[src/logic/core_consts.svh]
// Core-wide constants for the pipeline RTL. Include wherever a size or an opcode is needed.
`ifndef CORE_CONSTS_SVH
`define CORE_CONSTS_SVH

`define CORE_REG_COUNT    32
`define CORE_IMEM_DEPTH   64
`define CORE_IMEM_AW      6          // word index width for the imem

// major opcodes
`define CORE_OPC_LUI      7'b0110111
`define CORE_OPC_OPIMM    7'b0010011
`define CORE_OPC_OP       7'b0110011
`define CORE_OPC_SYSTEM   7'b1110011

`define CORE_INST_EBREAK  32'h00100073

// countdown after the halting instruction leaves decode
`define CORE_DRAIN_CYCLES 2

`endif

[src/logic/core_pkg.sv]
// Shared types of the core. Modules import it in their bodies and use scoped names in ports.
package core_pkg;

    typedef logic [31:0] word_t;      // register value, immediate, alu result
    typedef logic [4:0]  reg_addr_t;
    typedef logic [31:0] pc_t;        // byte address with the low bits always zero

    typedef enum logic [3:0] {
        ALU_ADD,
        ALU_SUB,
        ALU_AND,
        ALU_OR,
        ALU_XOR,
        ALU_SLL,
        ALU_SRL,
        ALU_SLT,
        ALU_PASS_B                    // lui
    } alu_op_e;

    typedef enum logic [1:0] {
        IDLE,
        RUN,
        DRAIN,
        HALT
    } run_state_e;

endpackage

[src/logic/core_ctrl.sv]
// Run control FSM of the core. Gates fetch and reports the end of each run.
`timescale 1ns/10ps

module core_ctrl (
    input  logic clk,
    input  logic rst_i,
    input  logic start_i,
    input  logic halt_seen_i,
    input  logic halt_illegal_i,
    input  logic drain_done_i,
    output logic fetch_en_o,
    output logic flush_o,
    output logic run_active_o,
    output logic drain_start_o,
    output logic done_o,
    output logic illegal_o
);
    import core_pkg::*;

    run_state_e state_q;
    run_state_e state_d;
    logic       start_ok;

    assign start_ok = start_i && (state_q == IDLE || state_q == HALT);

    // first fetch goes out in the start cycle itself
    assign fetch_en_o    = start_ok || (state_q == RUN && !halt_seen_i);
    assign flush_o       = (state_q == RUN) && halt_seen_i;
    assign drain_start_o = flush_o;
    assign run_active_o  = (state_q == RUN) || (state_q == DRAIN);

    always_comb begin
        state_d = state_q;
        case (state_q)
            IDLE, HALT: if (start_ok) state_d = RUN;
            RUN:        if (halt_seen_i) state_d = DRAIN;
            DRAIN:      if (drain_done_i) state_d = HALT;
            default:    state_d = IDLE;
        endcase
    end

    always_ff @(posedge clk) begin
        if (rst_i) begin
            state_q   <= IDLE;
            done_o    <= 1'b0;
            illegal_o <= 1'b0;
        end else begin
            state_q <= state_d;
            done_o  <= (state_q == DRAIN) && drain_done_i;
            if (start_ok) begin
                illegal_o <= 1'b0;
            end else if (flush_o) begin
                illegal_o <= halt_illegal_i;    // held through halt
            end
        end
    end

    // decode only holds instructions once a start has gone out
    a_no_halt_in_idle: assert property (@(posedge clk) disable iff (rst_i)
        halt_seen_i |-> state_q != IDLE);

endmodule

[config.mk]
export PLATFORM = sky130hd
export DESIGN_NAME = core_ctrl
export DESIGN_NICKNAME = d
export VERILOG_FILES = /design/src/logic/core_consts.svh /design/src/logic/core_pkg.sv /design/src/logic/core_ctrl.sv
export SDC_FILE = /design/constraint.sdc
export NUM_CORES = 1
export LEC_CHECK = 0
export BUFFER_PORTS_ARGS = -buffer_cell sky130_fd_sc_hd__buf_2
export CAP_MARGIN = 10
export CORE_AREA = 3 3 40 42
export CTS_BUF_LIST = sky130_fd_sc_hd__clkbuf_2
export DETAILED_ROUTE_END_ITERATION = 16
export DIE_AREA = 0 0 43 45
export GPL_ROUTABILITY_DRIVEN = 1
export PLACE_DENSITY = 0.38
export SLEW_MARGIN = 0
export SYNTH_ARGS = -nofsm -noshare
export SYNTH_HDL_FRONTEND = slang
export SYNTH_SLANG_ARGS = --single-unit
[constraint.sdc]
create_clock -name clk -period 1.47 [get_ports clk]
set_input_delay 0.294 -clock clk [delete_from_list [all_inputs] [get_ports clk]]
set_output_delay 0.294 -clock clk [all_outputs]
set_load 0.03 [all_outputs]
== Word level (Yosys, flattened, before mapping) ==
Index checks and enable logic that the tools add are counted.

* Equality and inequality tests: 6
* Mux-type cells: 4
* Reduce and logical (&&, ||, !) cells: 12

{| class="wikitable"
|+ Operators with widths
! cell !! number
|-
| 2-to-1 mux 2 bit || 3
|-
| inequality test 2 bit (second input constant) || 3
|-
| one-hot mux 2 bit (3 select lines) || 1
|-
| equality test 2 bit (second input constant) || 2
|-
| logical AND 1 bit || 4
|-
| OR reduction 2 bit || 2
|-
| logical OR 1 bit || 3
|-
| AND reduction 3 bit || 1
|-
| equality test 2 x 1 -> 1 bit (second input constant) || 1
|-
| logical NOT 2 bit || 1
|-
| logical NOT 1 bit || 1
|}

* Flip-flop bits (word level): 4
* Input port bits: 6
* Logic and storage cells: 25

== Logic depth before layout (Yosys ltp) ==
Gate-level depths: netlist of the first run.

* Depth after elaboration: 5
* Depth in mapped cells: 5
* Depth with buffers taken out: 5

== Least setup slack after synthesis of the first run ==
No wires, ideal clock.

* Kind: reg-to-output
* Start point: register state_q[1]
* End point: output port flush_o
* Arrival: 1.092 ns
* Setup slack: 0.084 ns
* Stages on the path, launching flop included: 5
* Path through: dfxtp_1 -> inv_1 -> ha_1 -> and2_1 -> buf_4

* Longest elaborated chain between the ends: 2

{| class="wikitable"
|+ Ends and longest elaborated chain
! what !! RTL line !! source
|-
| start: declaration || core_ctrl.sv:20 || <nowiki>run_state_e state_q;</nowiki>
|-
| start signal: assignment || core_ctrl.sv:48 || <nowiki>state_q <= state_d;</nowiki>
|-
| equality test 2 x 1 -> 1 bit || core_ctrl.sv:28 || <nowiki>assign flush_o = (state_q == RUN) && halt_seen_i;</nowiki>
|-
| logical AND 1 bit || core_ctrl.sv:28 ||
|-
| end: declaration || core_ctrl.sv:12 || <nowiki>output logic flush_o,</nowiki>
|}

No other way between the ends.

== Final worst setup path of the first run ==
* Start point: register state_q[0]
* End point: output port fetch_en_o

* Longest elaborated chain between the ends: 4
* Elaborated cells on any way between the ends: 7
* Those cells by class: eq/ne (2); reduce/logical (5)

{| class="wikitable"
|+ Ends and longest elaborated chain
! what !! RTL line !! source
|-
| equality test 2 bit / logical NOT 2 bit (equally long branches) || core_ctrl.sv:24 || <nowiki>assign start_ok = start_i && (state_q == IDLE || state_q == HALT);</nowiki>
|-
| logical OR 1 bit || core_ctrl.sv:24 ||
|-
| logical AND 1 bit || core_ctrl.sv:24 ||
|-
| logical OR 1 bit (*) || core_ctrl.sv:27 || <nowiki>assign fetch_en_o = start_ok || (state_q == RUN && !halt_seen_i);</nowiki>
|-
| end: declaration || core_ctrl.sv:11 || <nowiki>output logic fetch_en_o,</nowiki>
|}

Every way passes the cells marked *; elsewhere a longest branch is shown, timed or not.

==> flow_metrics.env, run 1 <==
export IMPL_clock_latency_ns=0.21
export IMPL_antenna_found_initial=0
export IMPL_cts_buffers_inserted=3
export IMPL_postCtsHoldBufs=0
export IMPL_finalHoldViolations=0
export IMPL_relSlewSlack=0.847
export IMPL_grt_overflow=0
export IMPL_start_util=0.178
export IMPL_area_delta_synth_final_pct=53.6
export IMPL_place_congestion=0.691
export IMPL_hold_path_end="done_o$_SDFF_PP0_"
export IMPL_p_seq_frac=0.213
export IMPL_cts_tree="built"
export IMPL_cts_max_level=1
export IMPL_clkPwrFrac=0.122
export IMPL_netlist_area_um2=229
export IMPL_r2r_start="state_q[1]$_SDFFE_PP0P_"
export IMPL_cp_startpoint="state_q[0]$_SDFFE_PP0P_"
export IMPL_via_count=224
export IMPL_fin_ws_ns=0.0600
export IMPL_cp_required_ns=1.18
export IMPL_powerDensity_mw_per_mm2=2410
export IMPL_worstSetupStartpointType="register"
export IMPL_core_rowCount=13
export IMPL_clk_pin_slew_ns=0.04
export IMPL_routed_wirelength_um=577
export IMPL_die_area_mm2=0.00194
export IMPL_syn_num_nets=34
export IMPL_ant_nets=0
export IMPL_outcome="complete, no violations"
export IMPL_reg2reg_slack_ns=0.22
export IMPL_hold_path_class="in2reg"
export IMPL_wl_per_cell_um=10.5
export IMPL_power_leakage_nw=0.162
export IMPL_max_cap_violations=0
export IMPL_hold_path_startpoint="drain_done_i"
export IMPL_synth_distinct_cells=12
export IMPL_clock_sinks=4
export IMPL_fin_hold_ws_ns=0.314
export IMPL_p_comb_frac=0.666
export IMPL_clock_path_buffers=2
export IMPL_avgSynthCellArea_um2=8.81
export IMPL_grt_max_degree=7
export IMPL_via_per_inst=4.07
export IMPL_hpwl_um=431
export IMPL_dieHeight_um=45
export IMPL_peakVddDrop_mv=0.793
export IMPL_setup_violations=0
export IMPL_core_area_mm2=0.00128
export IMPL_drc_errors=0
export IMPL_internal_power_mw=0.446
export IMPL_nets=50
export IMPL_r2r_cells=6
export IMPL_slew_violations=0
export IMPL_clock_fmax_mhz=709
export IMPL_drive_gt1_frac=0.600
export IMPL_p_total_mw=0.847
export IMPL_grt_pass1_wl_um=897
export IMPL_drt_initial_drc_count=2
export IMPL_crit_buf_inv=2
export IMPL_firstDrtPassIters=4
export IMPL_final_cell_mix="buf_2, nand2b_1, nor2_1, clkbuf_2, buf_4"
export IMPL_fin_worst_skew_ns=0.00517
export IMPL_pre_cts_slack_ns=0.110
export IMPL_cts_root_buffer="clkbuf_2"
export IMPL_tightest_slew_ns=0.228
export IMPL_critPathSlowestCell="dfxtp_2"
export IMPL_grt_pass1_vias=209
export IMPL_ys_ff_latch=4
export IMPL_critPathArrivalTime_ns=1.12
export IMPL_p_sw_mw=0.401
export IMPL_cp_cell_sequence="inv_2 > ha_4 > nand2_2 > nand2_1 > buf_6"
export IMPL_io_pins=12
export IMPL_finalCriticalPeriod_ns=1.41
export IMPL_fillers=151
export IMPL_final_common_cell="buf_2"
export IMPL_switching_share=0.473
export IMPL_crit_type="reg2out"
export IMPL_port_buffers=11
export IMPL_antennaDiodeCount=0
export IMPL_timing_final_crit_share=0.959
export IMPL_grt_total_usage=0.0682
export IMPL_ys_warn_count=0
export IMPL_ys_seq_area_frac=0.350
export IMPL_hold_depth=3
export IMPL_fp_dieW_um=43
export IMPL_crit_fanout=5
export IMPL_cp_end_kind="output port"
export IMPL_reg2reg_to="state_q[1]$_SDFFE_PP0P_"
export IMPL_slowest_delay_ns=0.33
export IMPL_syn_inst=26
export IMPL_critPathTopFamily="flip-flops"
-- logic make-up after synthesis --
group,count (synthesis),synth area share
AND/OR/NAND/NOR,10,0.208
AO/OA/AOI/OAI,5,0.208
buffers and inverters,4,0.0820
flip-flops,4,0.350
adder cells (fa/ha/maj),2,0.109
multiplexers,1,0.0437
-- area by class of cell --
class	instances	area [um2]	share of cell area
Clock buffer	3	15.0	0.0427
Inverter	3	11.3	0.0320
Multi-Input combinational cell	18	150	0.427
Sequential cell	4	82.6	0.235
Tap cell	15	18.8	0.0534
Timing Repair Buffer	12	73.8	0.210
-- state kept, by name (all words and copies together), names as in the netlist --
name	flops
state_q	2
done_o	1
illegal_o	1
-- synthesized netlist by cell type --
| master | number | area [um2] |
|---|---|---|
| dfxtp_1 | 4 | 80.1 |
| inv_1 | 3 | 11.3 |
| nand2_1 | 3 | 11.3 |
| nand2b_1 | 3 | 18.8 |
| nor2_1 | 3 | 11.3 |
| a311oi_1 | 2 | 17.5 |
| a31o_1 | 2 | 17.5 |
| ha_1 | 2 | 25.0 |
| a211oi_2 | 1 | 12.5 |
| and2_1 | 1 | 6.26 |
| buf_4 | 1 | 7.51 |
| mux2i_1 | 1 | 10.0 |
-- worst register-to-register path: stages, from the launching register on --
cell	delay [ns]
dfxtp_2	0.34
inv_2	0.06
ha_2	0.17
nand2b_1	0.09
buf_4	0.15
a311oi_1	0.26
a31o_1	0.14
-- stage by stage --
step                utilization  cells  instance area, um2  TNS (ns)
floorplan                     -     26                 229         0
global placement          0.230     51                 295         0
detailed placement        0.230     51                 295         0
CTS                       0.263     54                 338  -0.00175
global route              0.274     55                 352   -0.0107
finish                    0.274     55                 352         0
-- metal layers --
layer  track usage  wire, um
met1        0.0719       265
met2        0.0988       258
met3        0.0398        43
met4        0.0542        10
met5             0         0
-- power groups by stage --
| stage | combinational (mW) | clock, mW | sequential, mW |
|---|---|---|---|
| 6_report | 0.564 | 0.103 | 0.180 |
| 5_1_grt | 0.619 | 0.117 | 0.184 |
| 4_1_cts | 0.541 | 0.110 | 0.169 |
| 3_5_place_dp | 0.455 | 0 | 0.162 |
| 3_3_place_gp | 0.449 | 0 | 0.162 |
| 2_1_floorplan | 0.340 | 0 | 0.170 |
-- how the worst max path moves through the flow --
stage / endpoint / slack, ns / cells after the start
global placement: fetch_en_o / 0.12 / 5
finish: fetch_en_o / 0.06 / 5
detailed placement: fetch_en_o / 0.11 / 5
floorplan: flush_o / 0.08 / 4
global route: fetch_en_o / -0.01 / 5
CTS: fetch_en_o / -0.002 / 5
-- what timing repair did --
action | in CTS | in global routing
pin swaps | 0 | 2
buffers inserted | 0 | 1
endpoints found under the setup margin | 4 | 4
gates resized for setup | 7 | 5
Note: power is estimated with default switching activity, not from simulation.
==> inputs of run 2 (changes only) <==
--- a/config.mk
+++ b/config.mk
@@ -7,10 +7,10 @@
 export LEC_CHECK = 0
 export BUFFER_PORTS_ARGS = -buffer_cell sky130_fd_sc_hd__buf_2
 export CAP_MARGIN = 10
-export CORE_AREA = 3 3 40 42
+export CORE_AREA = 2 2 39 41
 export CTS_BUF_LIST = sky130_fd_sc_hd__clkbuf_2
 export DETAILED_ROUTE_END_ITERATION = 16
-export DIE_AREA = 0 0 43 45
+export DIE_AREA = 0 0 41 43
 export GPL_ROUTABILITY_DRIVEN = 1
 export PLACE_DENSITY = 0.38
 export SLEW_MARGIN = 0
==> flow_metrics.env, run 2 (synthesis results as in run 1) <==
export IMPL_cts_tree="built"
export IMPL_crit_type="reg2out"
export IMPL_finalCriticalPeriod_ns=1.41
export IMPL_slowest_delay_ns=0.35
export IMPL_top_register="state_q"
export IMPL_finalInstanceArea_um2=350
export IMPL_power_leakage_nw=0.161
export IMPL_io_pins=12
export IMPL_clk_pin_slew_ns=0.04
export IMPL_finalHoldViolations=0
export IMPL_core_rowCount=14
export IMPL_grt_total_usage=0.0673
export IMPL_wl_per_cell_um=9.20
export IMPL_cp_startpoint="state_q[1]$_SDFFE_PP0P_"
export IMPL_max_cap_violations=0
export IMPL_cts_buffers_inserted=3
export IMPL_grt_overflow=0
export IMPL_tightest_slew_ns=0.239
export IMPL_hold_path_class="in2reg"
export IMPL_drive_gt1_frac=0.550
export IMPL_final_util=0.253
export IMPL_routed_wirelength_um=515
export IMPL_port_buffers=11
export IMPL_final_common_cell="buf_2"
export IMPL_powerDensity_mw_per_mm2=2340
export IMPL_hpwl_um=394
export IMPL_antennaDiodeCount=0
export IMPL_rsz0062_at_grt="yes"
export IMPL_grt_pass1_vias=207
export IMPL_reg2reg_slack_ns=0.23
export IMPL_outcome="complete, no violations"
export IMPL_antenna_found_initial=0
export IMPL_endpoint="flush_o"
export IMPL_placed_cell_area_um2=297
export IMPL_drc_errors=0
export IMPL_clock_sinks=4
export IMPL_largest_register_ffs=2
export IMPL_r2r_cells=6
export IMPL_grt_max_degree=7
export IMPL_clock_latency_ns=0.20
export IMPL_firstDrtPassIters=2
export IMPL_fin_worst_skew_ns=0.00273
export IMPL_via_per_inst=4.07
export IMPL_dieHeight_um=43
export IMPL_start_util=0.165
export IMPL_setup_violations=0
export IMPL_ant_nets=0
export IMPL_critPathSlowestCell="dfxtp_2"
export IMPL_r2r_start="state_q[1]$_SDFFE_PP0P_"
export IMPL_worstSetupStartpointType="register"
export IMPL_fin_ws_ns=0.0584
export IMPL_cts_root_buffer="clkbuf_2"
export IMPL_peakVddDrop_mv=0.623
export IMPL_slew_violations=0
export IMPL_drt_initial_drc_count=1
export IMPL_relSlewSlack=0.840
export IMPL_fin_hold_ws_ns=0.327
export IMPL_cts_max_level=1
export IMPL_fp_dieW_um=41
export IMPL_cp_cell_sequence="inv_1 > ha_2 > and2_4 > buf_4"
export IMPL_fin_cells=56
export IMPL_crit_fanout=3
export IMPL_core_area_mm2=0.00138
export IMPL_pre_cts_slack_ns=0.130
export IMPL_clock_path_buffers=2
export IMPL_die_area_mm2=0.00176
export IMPL_nets=50
export IMPL_reg2reg_to="state_q[1]$_SDFFE_PP0P_"
export IMPL_timing_final_crit_share=0.960
export IMPL_place_congestion=0.648
export IMPL_cp_required_ns=1.18
export IMPL_critPathArrivalTime_ns=1.12
export IMPL_postCtsHoldBufs=0
export IMPL_grt_pass1_wl_um=786
export IMPL_clock_fmax_mhz=708
export IMPL_via_count=228
export IMPL_placed_cells=52
export IMPL_area_delta_synth_final_pct=53.0
export IMPL_reg_largest_list="state_q (2), done_o (1), illegal_o (1)"
export IMPL_cp_end_kind="output port"
-- run 2: cell count changes in the layout (fill, tap and decap cells not counted) --
cell	before	now
inv_1	1	2
inv_2	2	1
nand2_1	2	3
nand2_2	1	0
-- run 2: final cells by class --
| cell class | instances | area (um2) |
|---|---|---|
| Fill cell | 166 | 1030 |
| Multi-Input combinational cell | 18 | 148 |
| Sequential cell | 4 | 82.6 |
| Timing Repair Buffer | 12 | 73.8 |
| Tap cell | 16 | 20.0 |
| Clock buffer | 3 | 15.0 |
| Inverter | 3 | 11.3 |
-- run 2: what timing repair did --
action	in CTS	in global routing
endpoints found under the setup margin	4	3
endpoints found under the hold margin	0	0
gates resized for setup	6	4
pin swaps	0	1
setup buffers	0	1
-- run 2: power breakdown --
part           internal, mW  switching (mW)  leakage [nW]
combinational         0.234           0.311         0.116
clock                0.0549          0.0418        0.0125
sequential            0.151          0.0282        0.0334
-- run 2: worst min-delay path by stage --
stage | from | to | slack (ns) | depth (start not counted)
floorplan | rst_i | done_o$_SDFF_PP0_ | 0.37 | 1
global placement | drain_done_i | done_o$_SDFF_PP0_ | 0.53 | 3
detailed placement | start_i | illegal_o$_SDFFE_PP0P_ | 0.54 | 2
CTS | start_i | illegal_o$_SDFFE_PP0P_ | 0.31 | 2
global route | start_i | illegal_o$_SDFFE_PP0P_ | 0.33 | 2
finish | start_i | illegal_o$_SDFFE_PP0P_ | 0.33 | 2
-- run 2: metrics by stage --
step           TNS [ns]  power, mW
2_1_floorplan         0      0.511
3_3_place_gp          0      0.616
3_5_place_dp          0      0.609
4_1_cts               0      0.797
5_1_grt        -0.00989      0.898
6_report              0      0.821
-- run 2: routing by layer --
layer / vias to the layer above / global-route usage / wire [um]
met2: 8 / 0.0813 / 254
met1: 104 / 0.0935 / 212
met3: 0 / 0.0157 / 48
met5: - / 0 / 0
met4: 0 / 0.0600 / 0
li1: 116 / - / -
-- run 2: worst max-delay path: cells and delay by family, from the launching register on --
family	cells	cell delay [ns]
AND/OR/NAND/NOR	1	0.17
adder cells (fa/ha/maj)	1	0.18
buffers and inverters	2	0.22
flip-flops	1	0.35
==> inputs of run 3 (changes only) <==
--- a/config.mk
+++ b/config.mk
@@ -11,8 +11,8 @@
 export CTS_BUF_LIST = sky130_fd_sc_hd__clkbuf_2
 export DETAILED_ROUTE_END_ITERATION = 16
 export DIE_AREA = 0 0 41 43
-export GPL_ROUTABILITY_DRIVEN = 1
 export PLACE_DENSITY = 0.38
+export RECOVER_POWER = 100
 export SLEW_MARGIN = 0
 export SYNTH_ARGS = -nofsm -noshare
 export SYNTH_HDL_FRONTEND = slang
==> constraint.sdc (replaced) <==
create_clock -name clk -period 1.47 [get_ports clk]
set_input_delay 0.2205 -clock clk [delete_from_list [all_inputs] [get_ports clk]]
set_output_delay 0.2205 -clock clk [all_outputs]
set_load 0.03 [all_outputs]
==> flow_metrics.env, run 3 (synthesis results as in run 1) <==
export IMPL_r2r_start="state_q[1]$_SDFFE_PP0P_"
export IMPL_finalInstanceArea_um2=344
export IMPL_fp_dieW_um=41
export IMPL_postCtsHoldBufs=0
export IMPL_grt_max_degree=7
export IMPL_crit_fanout=5
export IMPL_cts_root_buffer="clkbuf_2"
export IMPL_start_util=0.165
export IMPL_via_count=225
export IMPL_slew_violations=0
export IMPL_final_common_cell="buf_2"
export IMPL_cpMostUsedCell="nand2_1"
export IMPL_die_area_mm2=0.00176
export IMPL_clock_fmax_mhz=717
export IMPL_antenna_found_initial=0
export IMPL_peakVddDrop_mv=0.493
export IMPL_finalHoldViolations=0
export IMPL_top_register="state_q"
export IMPL_clock_sinks=4
export IMPL_finalCriticalPeriod_ns=1.39
export IMPL_cp_required_ns=1.25
export IMPL_wl_met3_um=52
export IMPL_grt_total_usage=0.0932
export IMPL_placed_cell_area_um2=297
export IMPL_firstDrtPassIters=2
export IMPL_fillers=162
export IMPL_top_layer_used="met3"
export IMPL_setup_violations=0
export IMPL_fin_worst_skew_ns=0.00499
export IMPL_nets=50
export IMPL_outcome="complete, no violations"
export IMPL_max_cap_violations=0
export IMPL_r2r_cells=6
export IMPL_timing_final_crit_share=0.948
export IMPL_largest_register_ffs=2
export IMPL_port_buffers=11
export IMPL_reg_largest_list="state_q (2), done_o (1), illegal_o (1)"
export IMPL_reg2reg_slack_ns=0.20
export IMPL_area_delta_synth_final_pct=50.3
export IMPL_clock_path_buffers=2
export IMPL_critPathArrivalTime_ns=1.17
export IMPL_drive_gt1_frac=0.425
export IMPL_seq_area_um2=81.3
export IMPL_critPathSlowestCell="dfxtp_1"
export IMPL_fin_setup_tns_ns=0
export IMPL_core_rowCount=14
export IMPL_ant_nets=0
export IMPL_dieHeight_um=43
export IMPL_cts_max_level=1
export IMPL_worstSetupStartpointType="register"
export IMPL_pre_cts_slack_ns=0.173
export IMPL_place_congestion=0.743
export IMPL_grt_pass1_wl_um=1060
export IMPL_routed_wirelength_um=577
export IMPL_grt_overflow=0
export IMPL_final_cell_mix="buf_2, clkbuf_2"
export IMPL_powerDensity_mw_per_mm2=2400
export IMPL_hold_path_end="done_o$_SDFF_PP0_"
export IMPL_io_pins=12
export IMPL_wl_per_cell_um=10.3
export IMPL_relSlewSlack=0.755
export IMPL_reg2reg_to="state_q[1]$_SDFFE_PP0P_"
export IMPL_drc_errors=0
export IMPL_hold_path_startpoint="drain_done_i"
export IMPL_fin_ws_ns=0.0763
export IMPL_met2_length_um=273
export IMPL_hpwl_um=426
export IMPL_cp_cell_sequence="inv_1 > ha_4 > nand2_1 > nand2_1 > buf_6"
export IMPL_via_per_inst=4.02
export IMPL_power_leakage_nw=0.155
export IMPL_cts_buffers_inserted=3
export IMPL_slowest_delay_ns=0.33
export IMPL_grt_pass1_vias=251
export IMPL_clock_latency_ns=0.21
export IMPL_antennaDiodeCount=0
export IMPL_clk_pin_slew_ns=0.05
export IMPL_tightest_slew_ns=0.369
export IMPL_cts_tree="built"
export IMPL_final_util=0.249
export IMPL_wirelength_met1_um=252
export IMPL_crit_type="reg2out"
export IMPL_multi_input_area_um2=145
export IMPL_core_area_mm2=0.00138
export IMPL_hold_path_class="in2reg"
export IMPL_hold_depth=3
export IMPL_cp_end_kind="output port"
export IMPL_drt_initial_drc_count=5
## run 3: changes by cell type in the layout (fill, tap and decap cells not counted), sizes merged
| cell | before | now |
|---|---|---|
| buf | 12 | 9 |
| clkbuf | 3 | 6 |
## run 3: how the worst max path moves through the flow
stage	startpoint	endpoint	slack, ns	cells past startpoint
after floorplan	state_q[1]$_SDFFE_PP0P_	flush_o	0.16	4
after global placement	state_q[0]$_SDFFE_PP0P_	state_q[0]$_SDFFE_PP0P_	0.18	5
after detailed placement	state_q[0]$_SDFFE_PP0P_	state_q[0]$_SDFFE_PP0P_	0.17	5
after CTS	state_q[1]$_SDFFE_PP0P_	drain_start_o	0.03	4
after global routing	state_q[0]$_SDFFE_PP0P_	fetch_en_o	-0.004	5
final	state_q[0]$_SDFFE_PP0P_	fetch_en_o	0.08	5
## run 3: report_power, final
part	internal, mW	switching (mW)	total (mW)
logic	0.231	0.318	0.550
clock network	0.0550	0.0480	0.103
registers	0.147	0.0267	0.174
total	0.434	0.393	0.827
## run 3: repair_timing
action                                  in CTS  in global routing
resized for setup                            2                  8
endpoints found under the setup margin       1                  3
buffers inserted                             0                  1
## run 3: routing by layer
layer	vias to the layer above	global-route usage
met5	-	0
met2	8	0.125
met3	0	0.0471
met1	101	0.112
li1	116	-
met4	0	0.0600
## run 3: cell type report
| class | instances | area share |
|---|---|---|
| multi-input combinational | 18 | 0.422 |
| timing repair buffer | 12 | 0.207 |
| sequential | 4 | 0.236 |
| clock buffer | 3 | 0.0436 |
| tap | 16 | 0.0582 |
| inverter | 3 | 0.0327 |
## run 3: critical path: cells and delay by family, from the launching register on
| kind | cells | cell delay, ns |
|---|---|---|
| fa+ha+maj | 1 | 0.30 |
| simple gates | 2 | 0.12 |
| buf+inv | 2 | 0.21 |
| flops | 1 | 0.33 |
## run 3: stage by stage
step | hold WS, ns | total power, mW | cells
global placement | 0.462 | 0.613 | 52
finish | 0.252 | 0.827 | 56
detailed placement | 0.466 | 0.613 | 52
CTS | 0.237 | 0.777 | 55
floorplan | 0.292 | 0.511 | 26
global route | 0.231 | 0.896 | 56
