## src/logic/core_consts.svh

```systemverilog
// Core-wide constants for the pipeline RTL. Include wherever a size or an opcode is needed.
`ifndef CORE_CONSTS_SVH
`define CORE_CONSTS_SVH

`define CORE_REG_COUNT    32
`define CORE_IMEM_DEPTH   64
`define CORE_IMEM_AW      6          // word index width for the imem

// major opcodes
`define CORE_OPC_LUI      7'b0110111
`define CORE_OPC_OPIMM    7'b0010011
`define CORE_OPC_OP       7'b0110011
`define CORE_OPC_SYSTEM   7'b1110011

`define CORE_INST_EBREAK  32'h00100073

// countdown after the halting instruction leaves decode
`define CORE_DRAIN_CYCLES 2

`endif

```

## src/logic/core_pkg.sv

```systemverilog
// Shared types of the core. Modules import it in their bodies and use scoped names in ports.
package core_pkg;

    typedef logic [31:0] word_t;      // register value, immediate, alu result
    typedef logic [4:0]  reg_addr_t;
    typedef logic [31:0] pc_t;        // byte address with the low bits always zero

    typedef enum logic [3:0] {
        ALU_ADD,
        ALU_SUB,
        ALU_AND,
        ALU_OR,
        ALU_XOR,
        ALU_SLL,
        ALU_SRL,
        ALU_SLT,
        ALU_PASS_B                    // lui
    } alu_op_e;

    typedef enum logic [1:0] {
        IDLE,
        RUN,
        DRAIN,
        HALT
    } run_state_e;

endpackage

```

## src/logic/cycle_timer.sv

```systemverilog
// Run counters of the core. Counts active cycles and retired instructions and times the pipeline drain.
`timescale 1ns/10ps
`include "core_consts.svh"

module cycle_timer (
    input  logic            clk,
    input  logic            rst_i,
    input  logic            start_i,
    input  logic            run_active_i,
    input  logic            drain_start_i,
    input  logic            retire_i,
    output logic            drain_done_o,
    output core_pkg::word_t cycles_o,
    output core_pkg::word_t instret_o
);
    import core_pkg::*;

    typedef logic [$clog2(`CORE_DRAIN_CYCLES+1)-1:0] drain_cnt_t;

    drain_cnt_t drain_cnt;
    logic       drain_busy;

    always_ff @(posedge clk) begin
        if (rst_i) begin
            cycles_o  <= '0;
            instret_o <= '0;
        end else if (start_i && !run_active_i) begin
            cycles_o  <= 32'd1;                 // start cycle already fetches
            instret_o <= '0;
        end else begin
            if (run_active_i) cycles_o <= cycles_o + 32'd1;
            if (retire_i) instret_o <= instret_o + 32'd1;
        end
    end

    always_ff @(posedge clk) begin
        if (rst_i) begin
            drain_busy <= 1'b0;
            drain_cnt  <= '0;
        end else if (drain_start_i) begin
            drain_busy <= 1'b1;
            drain_cnt  <= drain_cnt_t'(`CORE_DRAIN_CYCLES);
        end else if (drain_busy) begin
            if (drain_cnt == '0) drain_busy <= 1'b0;
            else drain_cnt <= drain_cnt - 1'b1;
        end
    end

    assign drain_done_o = drain_busy && (drain_cnt == '0);

    // one halt per run
    a_drain_not_restarted: assert property (@(posedge clk) disable iff (rst_i)
        drain_start_i |-> !drain_busy);

endmodule

```

## config.mk

```make
export PLATFORM = sky130hd
export DESIGN_NAME = cycle_timer
export DESIGN_NICKNAME = d
export VERILOG_FILES = /design/src/logic/core_pkg.sv /design/src/logic/cycle_timer.sv
export VERILOG_INCLUDE_DIRS = /design/src /design/src/logic
export SDC_FILE = /design/constraint.sdc
export NUM_CORES = 1
export LEC_CHECK = 0
export BUFFER_PORTS_ARGS = -buffer_cell sky130_fd_sc_hd__buf_2
export CAP_MARGIN = 20
export CORE_ASPECT_RATIO = 1.4
export CORE_UTILIZATION = 35
export CTS_CLUSTER_DIAMETER = 40
export CTS_CLUSTER_SIZE = 28
export DETAILED_ROUTE_END_ITERATION = 10
export GPL_ROUTABILITY_DRIVEN = 0
export GPL_TIMING_DRIVEN = 0
export PLACE_DENSITY = 0.6
export SLEW_MARGIN = 10
export SYNTH_ARGS = -nofsm -noshare
export SYNTH_HDL_FRONTEND = slang
export SYNTH_SLANG_ARGS = --single-unit
```

## constraint.sdc

```tcl
create_clock -name clk -period 2.55 [get_ports clk]
set_input_delay 0.51 -clock clk [delete_from_list [all_inputs] [get_ports clk]]
set_output_delay 0.51 -clock clk [all_outputs]
set_load 0.01 [all_outputs]
```

# Word-level counts from Yosys, hierarchy flattened
# Index checks and enable logic that the tools add are counted.
[totals]
regBits = 67
input_bits = 6
out_inout_bits = 65
[classes]
add_sub_neg = 3
n_eq_ne = 1
mux = 8
bitwise = 1
reduce_logical = 10
[op_table]
columns = ["op", "count"]
rows = [
  ["adder 32 x 1 -> 32 bit (second input constant)", 2],
  ["2-to-1 mux 2 bit", 3],
  ["2-to-1 mux 1 bit", 5],
  ["AND reduction 2 bit", 2],
  ["nonzero test 2 bit", 2],
  ["OR reduction 2 bit", 2],
  ["logical AND 1 bit", 2],
  ["logical NOT 2 bit", 1],
  ["inequality test 2 bit (second input constant)", 1],
  ["subtractor 2 x 1 -> 2 bit (second input constant)", 1],
  ["logical NOT 1 bit", 1],
  ["inverter 1 bit", 1],
]

# Longest topological paths before layout
# Gate-level depths: netlist (run 1).
[logic_depth]
ltp_word = 4
ltp_mapped = 7

# Least setup slack after synthesis (run 1)
# No wires, ideal clock.
[synth_timing]
kind = "input to register"
start = "in run_active_i"
end = "reg cycles_o[31]"
setup_time_ns = 0.128
arrival_time_ns = 1.718
slack_ns = 0.704
path_stages = 7
n_path_buf = 2
cell_sequence = "clkbuf_2 > nand4_2 > or4_4 > buf_6 > nor4_4 > xnor2_1 > nor2_1"
[synth_between]
elab_chain_len = 3
[synth_rtl]
columns = ["item", "line", "rtl"]
rows = [
  ["start: declaration", "cycle_timer.sv:9", "input logic run_active_i,"],
  ["logical NOT 1 bit", "cycle_timer.sv:27", "end else if (start_i && !run_active_i) begin"],
  ["logical AND 1 bit", "cycle_timer.sv:27", ""],
  ["OR reduction 2 bit (no line)", "--", ""],
  ["end signal: assignment", "cycle_timer.sv:31", "if (run_active_i) cycles_o <= cycles_o + 32'd1;"],
  ["end: declaration", "cycle_timer.sv:13", "output core_pkg::word_t cycles_o,"],
]
# Parallel ways exist; a longest one is shown, timed or not.
# A chain may end at the register's enable or synchronous reset.

# Final worst setup path (run 1)
[layout_timing]
start = "reg cycles_o[0]"
end = "reg cycles_o[30]"
[layout_between]
elab_chain_len = 1
[layout_rtl]
columns = ["item", "line"]
rows = [
  ["adder 32 x 1 -> 32 bit", "cycle_timer.sv:31"],
]
# No other way between the ends.

==> reports/summary.md, run 1 <==
The run gives 2999 um2 as the post-synthesis cell area. The sequential share of the synthesized area is 0.4472, and the global-route usage over all layers is 0.1654. The clock net in this run drives a total of 67 sinks. The critical-path cell with the highest stage delay was sky130_fd_sc_hd__dfxtp_1.

Entering global routing, the biggest net connects 12 pins. The detail route stage leaves a number of antenna-violating nets equal to 0. The routed via count is 2,590, and the worst-case setup slack after placement is 0.3633 ns.

Max-slew violation count: 0. The run finished with clean final reports. For the met1 wire length, the log shows 2900 um. Yosys printed 0 warnings. The library cell with the largest summed area after synthesis was sky130_fd_sc_hd__dfxtp_1. The number of buffer and inverter instances along the worst setup path works out to 1. The buffer type at the clock tree root is sky130_fd_sc_hd__clkbuf_16. Number of global-route vias before repair: 2,450.

From synthesis to final layout, the design area changed by 24.95%. The tools report the end of the worst register-to-register path as cycles_o[30]. The utilization of the core after routing was 0.4544.

The critical path startpoint category was a flop. After floorplanning, the core was sized to cover 8247 um2. The tools report the CTS buffer count as 9. The distinct cell type count after synthesis is 31, and the post-synth net total is 348. The number of hold-slack violations in the final timing report is 0.

For this run, the slowest stage of the critical path takes 0.41 ns. After clock tree synthesis, the clock-pin slew on the worst setup and hold paths is 0.05 ns. The filler cells instantiated in the layout total 847.

The longest clock path from root to sink contains 2 buffers. The worst path needs 1.953 ns of the cycle, external delays included. The cell family contributing the most delay on the critical path is simple AND/OR/NAND/NOR gates.

Yosys instantiated no cell more often than sky130_fd_sc_hd__dfxtp_1. After the flow finishes, the layout carries non-filler instances totaling 526. For the final routed database, the setup TNS stands at 0 ns. For this design the ratio of total power to cell area is 606.6 nW/um2. Synthesis produced 340 cells. The count of placed standard cells including taps was 510; the horizontal extent of the die was 80.24 um. The arrival time of data at the critical path endpoint came out at 2.16 ns. Counting cells, the worst reg-to-reg path comes to 7.

The wire-length estimate of the detail-placed layout is 4937 um. The source-to-sink clock delay at the later pin of the worst-skew pair is 0.33 ns. Ratio of cells with drive above 1 in the final layout: 0.2406. The fraction of registers with async set or reset after synthesis is 0, and the remaining global-route overflow is 0. The setup fix buffers added after clock tree synthesis is 0. For the initial antenna violation count, the log shows 0. The count of hold-fix buffers inserted at cts is 0, and the met3 layer wire length in the routed design is 318 um. The fraction of the cycle the final worst path needs was 0.7660; the first-pass GRT wire length was 11,360 um. In the final routed layout, each cell accounts on average for 12.90 um. The required time of the critical path is 2.76 ns, and the total chip power is 2.273 mW. The number of synthesized flops with an enable pin is 0. For hold timing, the worst endpoint is drain_cnt[0]. Port buffering added 68 buffers. The worst setup path is captured at a flop. The final setup violation count was 0. After detailed routing, the number of vias per cell comes to 4.924. On the final layout, the worst clock skew is 0.005736 ns. Ranked by total cell area, the synthesized netlist is headed by sky130_fd_sc_hd__dfxtp_1 (45%), sky130_fd_sc_hd__xor2_1 (8.8%), sky130_fd_sc_hd__nor2_1 (7.9%). Of all nets on the critical path, the largest fanout is 10. The run gives 6787 um as the final wirelength. Initial cell density of the core: 0.3637. The DRC violations left is 0.

The worst register-to-register path has a setup slack of 0.60 ns. The number of gates resized after CTS was 0. Setup slack after layout: 0.5966 ns. The die height works out to 111.5 um.

In this run the critical register-to-register path is launched from cycles_o[0]. The net count of the finished layout is 427. The tools report the routed length on met2 as 3373 um. TritonCTS built the clock tree. The top-area cell type share of the netlist area was 0.4472. For this design the static power due to leakage is 1.568 nW.

For the pin with the worst max-slew slack, the measured transition is 0.5802 ns. The path type of the worst setup path was reg2reg. The beginning of the worst hold path is drain_start_i. Most common flop cell mapped by yosys: sky130_fd_sc_hd__dfxtp_1. The critical path goes through ha_1, and3_1, nand4bb_1, clkbuf_1, nor3_1, xnor2_1, nor2_1.

The run gives 66 as the initial detailed-routing violation count. The tightest min-delay check is of the in2reg type. The headroom to the max-slew limit came out at 0.6102.

The logs give 39 for the standard-cell row count and 4 for the detailed-router iteration count before antenna repair. For this design the top-level I/O count stands at 71. The antenna diode instance count is 0, and the synthesized area per cell is 8.821 um2. The die covers 8949 um2. Across the run, the number of max-cap violations was 0. Counting flops and latches in the post-synthesis netlist gives 67.

Along the worst hold path, the cell count comes to 2. Setup repair after global routing left no endpoint under its margin. The worst vdd rail ir drop was 0.3405 mV.

In the synthesized netlist, the cells that appear most often are sky130_fd_sc_hd__dfxtp_1 (67), sky130_fd_sc_hd__nor2_1 (63), sky130_fd_sc_hd__xor2_1 (30), sky130_fd_sc_hd__xnor2_1 (23). The highest layer touched by signal routing is met4. For this run, the top clock speed supported by timing is 0.5119 GHz.

H-tree depth: 3.
-- state kept, by name (all words and copies together) (netlist names) --
register	count
instret_o	32
drain_busy	1
cycles_o	32
drain_cnt	2
-- worst max-delay path by stage --
stage	slack, ns	start	cells after the start	endpoint
global placement	0.39	retire_i	7	instret_o[26]
floorplan	0.70	run_active_i	7	cycles_o[31]
detailed placement	0.36	retire_i	7	instret_o[28]
finish	0.60	cycles_o[0]	7	cycles_o[30]
global route	0.39	cycles_o[0]	7	cycles_o[20]
CTS	0.58	cycles_o[0]	7	cycles_o[20]
-- metrics by stage --
step | hold WS (ns) | cell area [um2]
2_1_floorplan | 0.4614 | 2999
3_3_place_gp | 0.4674 | 3467
3_5_place_dp | 0.4853 | 3467
4_1_cts | 0.3812 | 3747
5_1_grt | 0.3997 | 3747
6_report | 0.3867 | 3747
-- layout by cell type (no fill, tap or decap), types with 3 or more instances in the layout --
cell type	count
sky130_fd_sc_hd__clkbuf_1	8
sky130_fd_sc_hd__and3_1	9
sky130_fd_sc_hd__or3_1	8
sky130_fd_sc_hd__and4_1	7
sky130_fd_sc_hd__nand2_1	18
sky130_fd_sc_hd__clkbuf_16	9
sky130_fd_sc_hd__xnor2_1	23
sky130_fd_sc_hd__xor2_1	30
sky130_fd_sc_hd__inv_1	10
sky130_fd_sc_hd__dfxtp_1	67
sky130_fd_sc_hd__buf_2	71
sky130_fd_sc_hd__o21ai_0	9
sky130_fd_sc_hd__nor3_2	3
sky130_fd_sc_hd__nor4_4	3
sky130_fd_sc_hd__clkbuf_2	3
sky130_fd_sc_hd__nor2_1	63
sky130_fd_sc_hd__nand4_2	3
sky130_fd_sc_hd__nand4_1	18
sky130_fd_sc_hd__nor3_1	12
sky130_fd_sc_hd__a21oi_1	10
sky130_fd_sc_hd__clkinv_2	4
sky130_fd_sc_hd__nand3_1	17
-- cell families after synthesis --
kind of cell,count (synthesis),share of synthesized area
AOI/OAI and AO/OA,22,0.03921
and+or+nand+nor,169,0.3075
adders and majority gates,2,0.008342
DFF,67,0.4472
muxes,2,0.006675
xor gates and xnor gates,53,0.1548
buffers and inverters,25,0.03629
-- power by group --
group          switching [mW]  internal, mW  total, mW
Sequential            0.00916          1.05       1.06
Combinational          0.0396        0.0188     0.0584
Clock                   0.448         0.703       1.15
-- layout make-up --
type / count / area [um2] / share of cell area
Multi-Input combinational cell: 248 / 1549 / 0.4134
Sequential cell: 67 / 1341 / 0.3579
Clock buffer: 11 / 252.7 / 0.06745
Timing Repair Buffer: 68 / 340.3 / 0.09082
Tap cell: 102 / 127.6 / 0.03406
Buffer: 15 / 71.32 / 0.01903
Inverter: 10 / 37.54 / 0.01002
Clock inverter: 5 / 27.53 / 0.007346
-- per-layer routing --
layer	vias to the layer above	GRT usage
met1	1192	0.1811
met3	15	0.03689
li1	1322	-
met2	61	0.2821
met4	0	0.1048
met5	-	0
No activity file was read; power rests on OpenSTA's default activity.
==> inputs of run 2 (changes only) <==
==> constraint.sdc (replaced) <==
create_clock -name clk -period 1.8 [get_ports clk]
set_input_delay 0.36 -clock clk [delete_from_list [all_inputs] [get_ports clk]]
set_output_delay 0.36 -clock clk [all_outputs]
set_load 0.01 [all_outputs]
==> run 2 against run 1 <==
Global-route usage barely moved. Clock skew barely moved. First-iteration DRC count fell by 11%. Power rose by 41%. Critical path depth fell by 1. Cell count rose by 0.95%. Die area did not move. Sequential cell count did not move. Final area rose by 5.3%. Hold slack got worse by 0.15 ns. Core utilization rose by 2.4 points. Combinational power rose by 42%. Critical path type unchanged. Highest routed layer unchanged.
==> reports/summary.md, run 2 (synthesized netlist as in run 1, its figures left out) <==
Leaving out filler cells and counting taps, the final layout contains 531. The count of hold-fix buffers inserted at cts was 0. In this run the worst hold path is classified as in2reg. Clock latency on the worst-skew pair, taken at its later pin, is 0.33 ns. Number of global-route vias before repair: 2,456.

The family of cells with the greatest summed delay on the critical path is simple AND/OR/NAND/NOR gates. The tools report the max-slew violation count as 0. The core region is 8247 um2. The die height is 111.5 um. Among all stages on the critical path, the largest delay is contributed by sky130_fd_sc_hd__or4_4. At the pin with the least slew margin, the transition time is 0.5146 ns. STA classifies the critical path endpoint as a flop.

Post-detailed-route count of antenna-violating nets: 0. The library cells used most frequently in the layout, excluding fill and tap cells, are sky130_fd_sc_hd__buf_2 (68), sky130_fd_sc_hd__nor2_1 (63), sky130_fd_sc_hd__dfxtp_1 (53), sky130_fd_sc_hd__xor2_1 (30), sky130_fd_sc_hd__xnor2_1 (23). The relative area change from synthesis to final layout works out to 31.58%. Counting I/O delays and the setup requirement, the final critical path takes 1.738 ns. The utilization of the core after routing was 0.4785. The tools report the global-route usage over all layers as 0.1655.

The design draws 3.216 mW. The horizontal extent of the die came out at 80.24 um. Entering global routing, the biggest net connects 12 pins.

The tools report the total die area as 8949 um2. Detailed placement finished with a half-perimeter wire length of 4937 um. Power spread over the standard cell area amounts to 814.9 nW/um2. The ratio of cells with drive above 1 in the final layout works out to 0.3100.

Most common cell after layout, fill and taps aside: sky130_fd_sc_hd__buf_2. Max-cap violations in this run came to 0. The initial cell density of the core was 0.3637; the average wire per cell in the routed design was 13.17 um. Buffer type at the clock tree root: sky130_fd_sc_hd__clkbuf_16. The count of placed standard cells including taps is 510, and the H-tree depth is 3. The number of buffer and inverter instances along the worst setup path came out at 1. The clock net sink count was 67. In the routed design, unresolved DRC markers number 0.

Once placement finished, the instance area stood at 3467 um2. The clock-pin slew of the registers on the worst-case setup and hold paths is 0.05 ns, and the final wirelength is 6995 um. Count of port buffers added during placement: 68. The run gives 1639 um2 as the multi-input logic area.

The tools report the net count reported at finish as 432. The run gives 0 as the initial antenna violation count. After detailed routing, the number of vias per cell comes to 4.910.

The signal on the critical path passes through nand4_4, or4_4, clkbuf_16, nor4_4, xnor2_1, nor2_1. Data on the critical path arrives at its endpoint at 1.94 ns. The logs give 0 for the final setup violation count and 59 for the initial detailed-routing violation count.

For the first-pass GRT wire length, the log shows 11,400 um. The leakage power total was 1.676 nW. The tools report the standard-cell row count as 39. The worst-case IR drop observed on VDD is 0.4833 mV. The largest single stage delay on the critical path is 0.61 ns. During I/O placement, the number of pins put on the boundary was 71. The logs give 0 ns for the setup total negative slack and 0.2364 ns for the smallest hold slack. The run gives 9 as the CTS buffer count.

The repair_antennas step left the layout with diodes totalling 0. Buffer depth of the longest clock path: 2. In the final layout, the registers with the most flip-flops are cycles_o: 32 flops, instret_o: 32 flops, drain_cnt: 2 flops. TritonCTS built the clock tree. In this run the worst path has a maximum fanout of 5. Path type of the worst setup path: reg2reg. In the final layout, flip-flops and latches occupy 1369 um2. The tools report the detailed-router iteration count before antenna repair as 4. The headroom to the max-slew limit is 0.6569, and the required time of the critical path is 2.01 ns.

The flow ran to the end, and the final reports show no timing, DRC or antenna violations. Static timing analysis puts the maximum clock frequency at 0.5753 GHz. The final design instance area without fill came out at 3946 um2. For flop-to-flop paths, the worst setup slack is 0.06 ns. Counting the fill cells in the layout gives 826. OpenSTA, run right after detailed placement, puts the worst setup slack at -0.2367 ns. Across all setup checks in the final design, the least slack found is 0.06177 ns. Fraction of the cycle the final worst path needs: 0.9657. STA classifies the critical path startpoint as a flop.

The number of hold-slack violations in the final timing report was 0. For the worst clock skew on the final layout, the log shows 0.006174 ns. The tools report the routed via count as 2,607. After global routing the overflow that remains totals 0.
-- run 2: cell types whose count changed in the layout (fill, tap and decap cells not counted), sizes merged --
cell | previous run | this run
clkbuf | 22 | 23
buf | 72 | 76
-- run 2: path summary, 6_finish.rpt --
check | startpoint | to | cells past startpoint
worst max register to register | cycles_o[8] | cycles_o[21] | 6
worst max-delay path | cycles_o[8] | cycles_o[21] | 6
worst min register to register | cycles_o[0] | cycles_o[0] | 1
worst min-delay path | drain_start_i | drain_cnt[0] | 2
-- run 2: what timing repair did --
item / in CTS / in global routing
hold endpoints to repair: 0 / 0
pin swaps: 0 / 3
gates cloned: 0 / 1
setup buffers: 0 / 4
setup endpoints to repair: 20 / 36
gates resized for setup: 8 / 35
-- run 2: final cells by class --
cell class | count | share of cell area
well taps | 102 | 0.03234
repair buffers | 73 | 0.1002
flip-flops and latches | 67 | 0.3469
multi-input cells | 248 | 0.4153
clock buffers | 11 | 0.06405
inverters | 10 | 0.009512
clock inverters | 5 | 0.006975
plain buffers | 15 | 0.02473
-- run 2: routing by layer --
metal | vias up | share of wire | global-route usage
met1 | 1212 | 0.42 | 0.1811
met5 | - | 0 | 0
li1 | 1331 | - | -
met4 | 0 | 0.026 | 0.1024
met3 | 13 | 0.043 | 0.03689
met2 | 51 | 0.51 | 0.2838
-- run 2: where the power goes --
group	total, mW	switching, mW	internal [mW]
clock network	1.63	0.635	0.995
registers	1.50	0.0129	1.49
logic	0.0832	0.0565	0.0267
-- run 2: worst register-to-register path, cell delays in order, from the launching register on --
cell and delay [ns]:
sky130_fd_sc_hd__dfxtp_4 0.37, sky130_fd_sc_hd__nand4_4 0.10, sky130_fd_sc_hd__or4_4 0.61, sky130_fd_sc_hd__clkbuf_16 0.19
sky130_fd_sc_hd__nor4_4 0.14, sky130_fd_sc_hd__xnor2_1 0.15, sky130_fd_sc_hd__nor2_1 0.05
==> inputs of run 3 (changes only) <==
--- a/config.mk
+++ b/config.mk
@@ -6,6 +6,7 @@
 export SDC_FILE = /design/constraint.sdc
 export NUM_CORES = 1
 export LEC_CHECK = 0
+export ABC_AREA = 1
 export BUFFER_PORTS_ARGS = -buffer_cell sky130_fd_sc_hd__buf_2
 export CAP_MARGIN = 20
 export CORE_ASPECT_RATIO = 1.4
@@ -15,7 +16,6 @@
 export DETAILED_ROUTE_END_ITERATION = 10
 export GPL_ROUTABILITY_DRIVEN = 0
 export GPL_TIMING_DRIVEN = 0
-export PLACE_DENSITY = 0.6
 export SLEW_MARGIN = 10
 export SYNTH_ARGS = -nofsm -noshare
 export SYNTH_HDL_FRONTEND = slang
==> run 3 against run 2 <==
Clock-buffer cell count rose by 2. Clock skew barely moved. Wire length rose by 38%. Final area rose by 12%. Sequential share of layout area fell by 4.4 points. Critical path type unchanged. Critical endpoint is now cycles_o[30].
==> reports/summary.md, run 3 <==
Power spread over the standard cell area amounts to 766.9 nW/um2. The setup fix buffers added after clock tree synthesis is 0. The buffer depth of the longest clock path was 2.

Clock tree synthesis selected as its root buffer the cell sky130_fd_sc_hd__clkbuf_16. The flip-flop and latch count after synthesis works out to 67. The worst vdd rail ir drop was 0.4249 mV; the number of synthesized flops with an enable pin was 0.

After filler insertion, the fill cell instance count of the layout stands at 1,052. The run gives 3,703 as the routed via count. The critical path startpoint category is a flop.

The routed design could run at a clock period as short as 1.656 ns. Data on the critical path is required at its endpoint by 2.02 ns. From left edge to right edge, the die measures 87.80 um.

Before antenna repair, the detailed router went through 4 iterations. Depth of the worst hold-timing path: 2. The source-to-sink clock delay at the later pin of the worst-skew pair was 0.33 ns; the relative area change from synthesis to final layout was 22.58%. Standard-cell row count: 43. In this run, the number of DRC markers left after iteration 0 of detailed routing was 118. During I/O placement, the number of pins put on the boundary was 71. The logs give 3.391 mW for the total chip power and 30 for the distinct cell type count after synthesis.

For the final database, setup skew stands at 0.005911 ns. Counting cells, the worst reg-to-reg path comes to 8. The number of vias per cell after detailed routing was 4.784; the first-pass GRT wire length was 15,710 um. The tools report the max-slew violation count as 0.

Type of the tightest min-delay check: in2reg. After clock tree synthesis, the clock-pin slew on the worst setup and hold paths is 0.05 ns. The logs give 0 for the initial antenna violation count and 643 for the net count reported at finish. After detailed routing, the average wire length per cell comes to 12.50 um. The die covers 10,720 um2. Family of cells with the greatest summed delay on the critical path: simple AND/OR/NAND/NOR gates. In this run the most critical hold path is launched from drain_start_i.

The antenna diode instance count was 0; the sequential cell area was 1341 um2. The synthesized design spends more area on one cell type than any other, namely sky130_fd_sc_hd__dfxtp_1. Path type of the worst setup path: reg2reg. Critical-path maximum fanout: 6. The final wirelength is 9678 um. The post-synth net total came out at 562. The final cell count without fillers was 774. The path with the worst hold slack has its endpoint at drain_cnt[0]. The fraction of registers with async set or reset after synthesis is 0, and the maximum number of pins on one net before global-route repair is 11. Buffers placed on the I/O ports in this run total 70.

The finished cells cover 4422 um2. The number of global-route vias before repair was 3,467. The number of clock buffers added by TritonCTS is 9. The most common flop cell mapped by yosys was sky130_fd_sc_hd__dfxtp_1.

The reg-to-reg startpoint was cycles_o[0]. The synthesized netlist occupies a cell area of 3607 um2. The end of the worst register-to-register path was cycles_o[30]. The critical-path cell with the highest stage delay is sky130_fd_sc_hd__dfxtp_1. For the pin with the worst max-slew slack, the measured transition is 0.5394 ns.

Detailed placement ended at an HPWL of 7404 um. The smallest hold slack is 0.2312 ns. Across all register-to-register paths, the minimum setup slack is 0.14 ns. Setup repair after global routing left no endpoint under its margin. Leaving out fill and tap cells, the most frequent cell in the layout is sky130_fd_sc_hd__nand2_1. The library cells used most frequently in the layout, excluding fill and tap cells, are sky130_fd_sc_hd__nand2_1 (141), sky130_fd_sc_hd__nor2_1 (127), sky130_fd_sc_hd__buf_2 (74), sky130_fd_sc_hd__dfxtp_1 (67), sky130_fd_sc_hd__inv_1 (53).

By count the netlist is led by sky130_fd_sc_hd__nand2_1 (141), sky130_fd_sc_hd__nor2_1 (127), sky130_fd_sc_hd__dfxtp_1 (67), sky130_fd_sc_hd__inv_1 (53), sky130_fd_sc_hd__nand3_1 (44). The top-area cell type share of the netlist area is 0.3718, and the leakage power total is 1.909 nW. Walking the worst path, the cells encountered are ha_1, nand3_1, nor2_1, nand2_1, nor2_2, nand3_1, nand2_1, nor2_1. Timing would allow up to 0.6037 GHz. The fraction of the cycle the final worst path needs is 0.9202. The kind of end point of the critical path was a flop.

The run gives 0.6404 as the headroom to the max-slew limit. TritonCTS built the clock tree. The floorplan step defined a core boundary enclosing 9953 um2. The count of nets left with antenna violations once routing finished came out at 0. Setup total negative slack: 0 ns. The largest registers in the layout are cycles_o: 32 flops, instret_o: 32 flops, drain_cnt: 2 flops. The multi-input logic area is 2013 um2, and the sequential share of the synthesized area is 0.3718. Arrival time of data at the critical path endpoint: 1.88 ns.

The initial cell density of the core was 0.3624; the H-tree depth was 3. The DRC violations left is 0, and the max-capacitance violation count is 0. The number of buffer and inverter instances along the worst setup path was 0; the stage delay of the slowest cell on the critical path was 0.41 ns.

Buffers inserted to repair hold after CTS numbered 0. Number of hold-slack violations in the final timing report: 0. A synthesized cell averages 6.511 um2.

The die height was 122.1 um. The critical path runs through a total of 8 cells. The remaining global-route overflow was 0. sky130_fd_sc_hd__nand2_1 is the most common cell in the netlist. The tree built by TritonCTS fans out to 67 sinks. The run gives 4126 um2 as the total placed instance area.

The flow ran to the end, and the final reports show no timing, DRC or antenna violations. The logs give 759 for the count of placed standard cells including taps and 0 for the final setup violation count. The total number of yosys warnings was 0; the number of gates resized after CTS was 0. Yosys attributes the largest share of cell area to sky130_fd_sc_hd__dfxtp_1 (37%), sky130_fd_sc_hd__nand2_1 (15%), sky130_fd_sc_hd__nor2_1 (13%). The post-synthesis cell count was 554.

The global-route usage over all layers is 0.1908, and the ratio of cells with drive above 1 in the final layout is 0.1925.
==> run 3: cell count changes in the layout (fill, tap and decap cells not counted), sizes merged, moves of 7 or more <==
cell,previous run,this run
a21oi,10,32
and3,9,1
and4,7,0
clkbuf,23,13
inv,10,58
nand2,18,147
nand3,17,48
nor2,63,145
nor3,15,7
or3,8,0
xnor2,23,3
xor2,30,3
==> run 3: layout make-up <==
cell class,count,share of cell area
Buffer,6,0.007923
Clock buffer,13,0.05886
Clock inverter,2,0.007923
Inverter,58,0.04924
Multi-Input combinational cell,423,0.4553
Sequential cell,67,0.3033
Tap cell,135,0.03820
Timing Repair Buffer,70,0.07923
==> run 3: report_power, final <==
group | internal [mW] | switching, mW | total (mW)
Combinational | 0.0410 | 0.0791 | 0.120
Clock | 1.14 | 0.629 | 1.77
Sequential | 1.49 | 0.00999 | 1.50
Total | 2.67 | 0.718 | 3.39
==> run 3: stage by stage <==
| stage | setup slack, ns | util |
|---|---|---|
| after floorplan | 0.3684 | - |
| after global placement | 0.1591 | 0.4146 |
| after detailed placement | 0.1415 | 0.4146 |
| after CTS | 0.1608 | 0.4442 |
| after global routing | 0.02555 | 0.4442 |
| final | 0.1436 | 0.4442 |
==> run 3: worst max-delay path by stage <==
| stage | from | endpoint | slack (ns) |
|---|---|---|---|
| 3_5_place_dp | run_active_i | cycles_o[9] | 0.14 |
| 4_1_cts | cycles_o[0] | cycles_o[26] | 0.16 |
| 5_1_grt | cycles_o[0] | cycles_o[26] | 0.03 |
| 2_1_floorplan | cycles_o[0] | cycles_o[14] | 0.37 |
| 6_report | cycles_o[0] | cycles_o[30] | 0.14 |
| 3_3_place_gp | run_active_i | cycles_o[11] | 0.16 |
==> run 3: routing by layer <==
layer | vias to the layer above | global-route usage | share of wire
li1 | 1934 | - | -
met5 | - | 0 | 0
met4 | 0 | 0.09016 | 0.022
met3 | 14 | 0.03659 | 0.033
met1 | 1675 | 0.2081 | 0.42
met2 | 80 | 0.3469 | 0.52
==> run 3: logic make-up after synthesis <==
group,count (synthesis),synth area share
xor+xnor,6,0.01457
mux,1,0.002775
fa+ha+maj,2,0.006936
flops,67,0.3718
buf+inv,64,0.07007
compound gates,45,0.06903
simple gates,369,0.4648
==> run 3: worst reg2reg max path, cell delays in order (launching register included) <==
cell and delay [ns]:
sky130_fd_sc_hd__dfxtp_1 0.41, sky130_fd_sc_hd__ha_1 0.24, sky130_fd_sc_hd__nand3_1 0.11, sky130_fd_sc_hd__nor2_1 0.18
sky130_fd_sc_hd__nand2_1 0.11, sky130_fd_sc_hd__nor2_2 0.29, sky130_fd_sc_hd__nand3_1 0.12, sky130_fd_sc_hd__nand2_1 0.08
sky130_fd_sc_hd__nor2_1 0.04
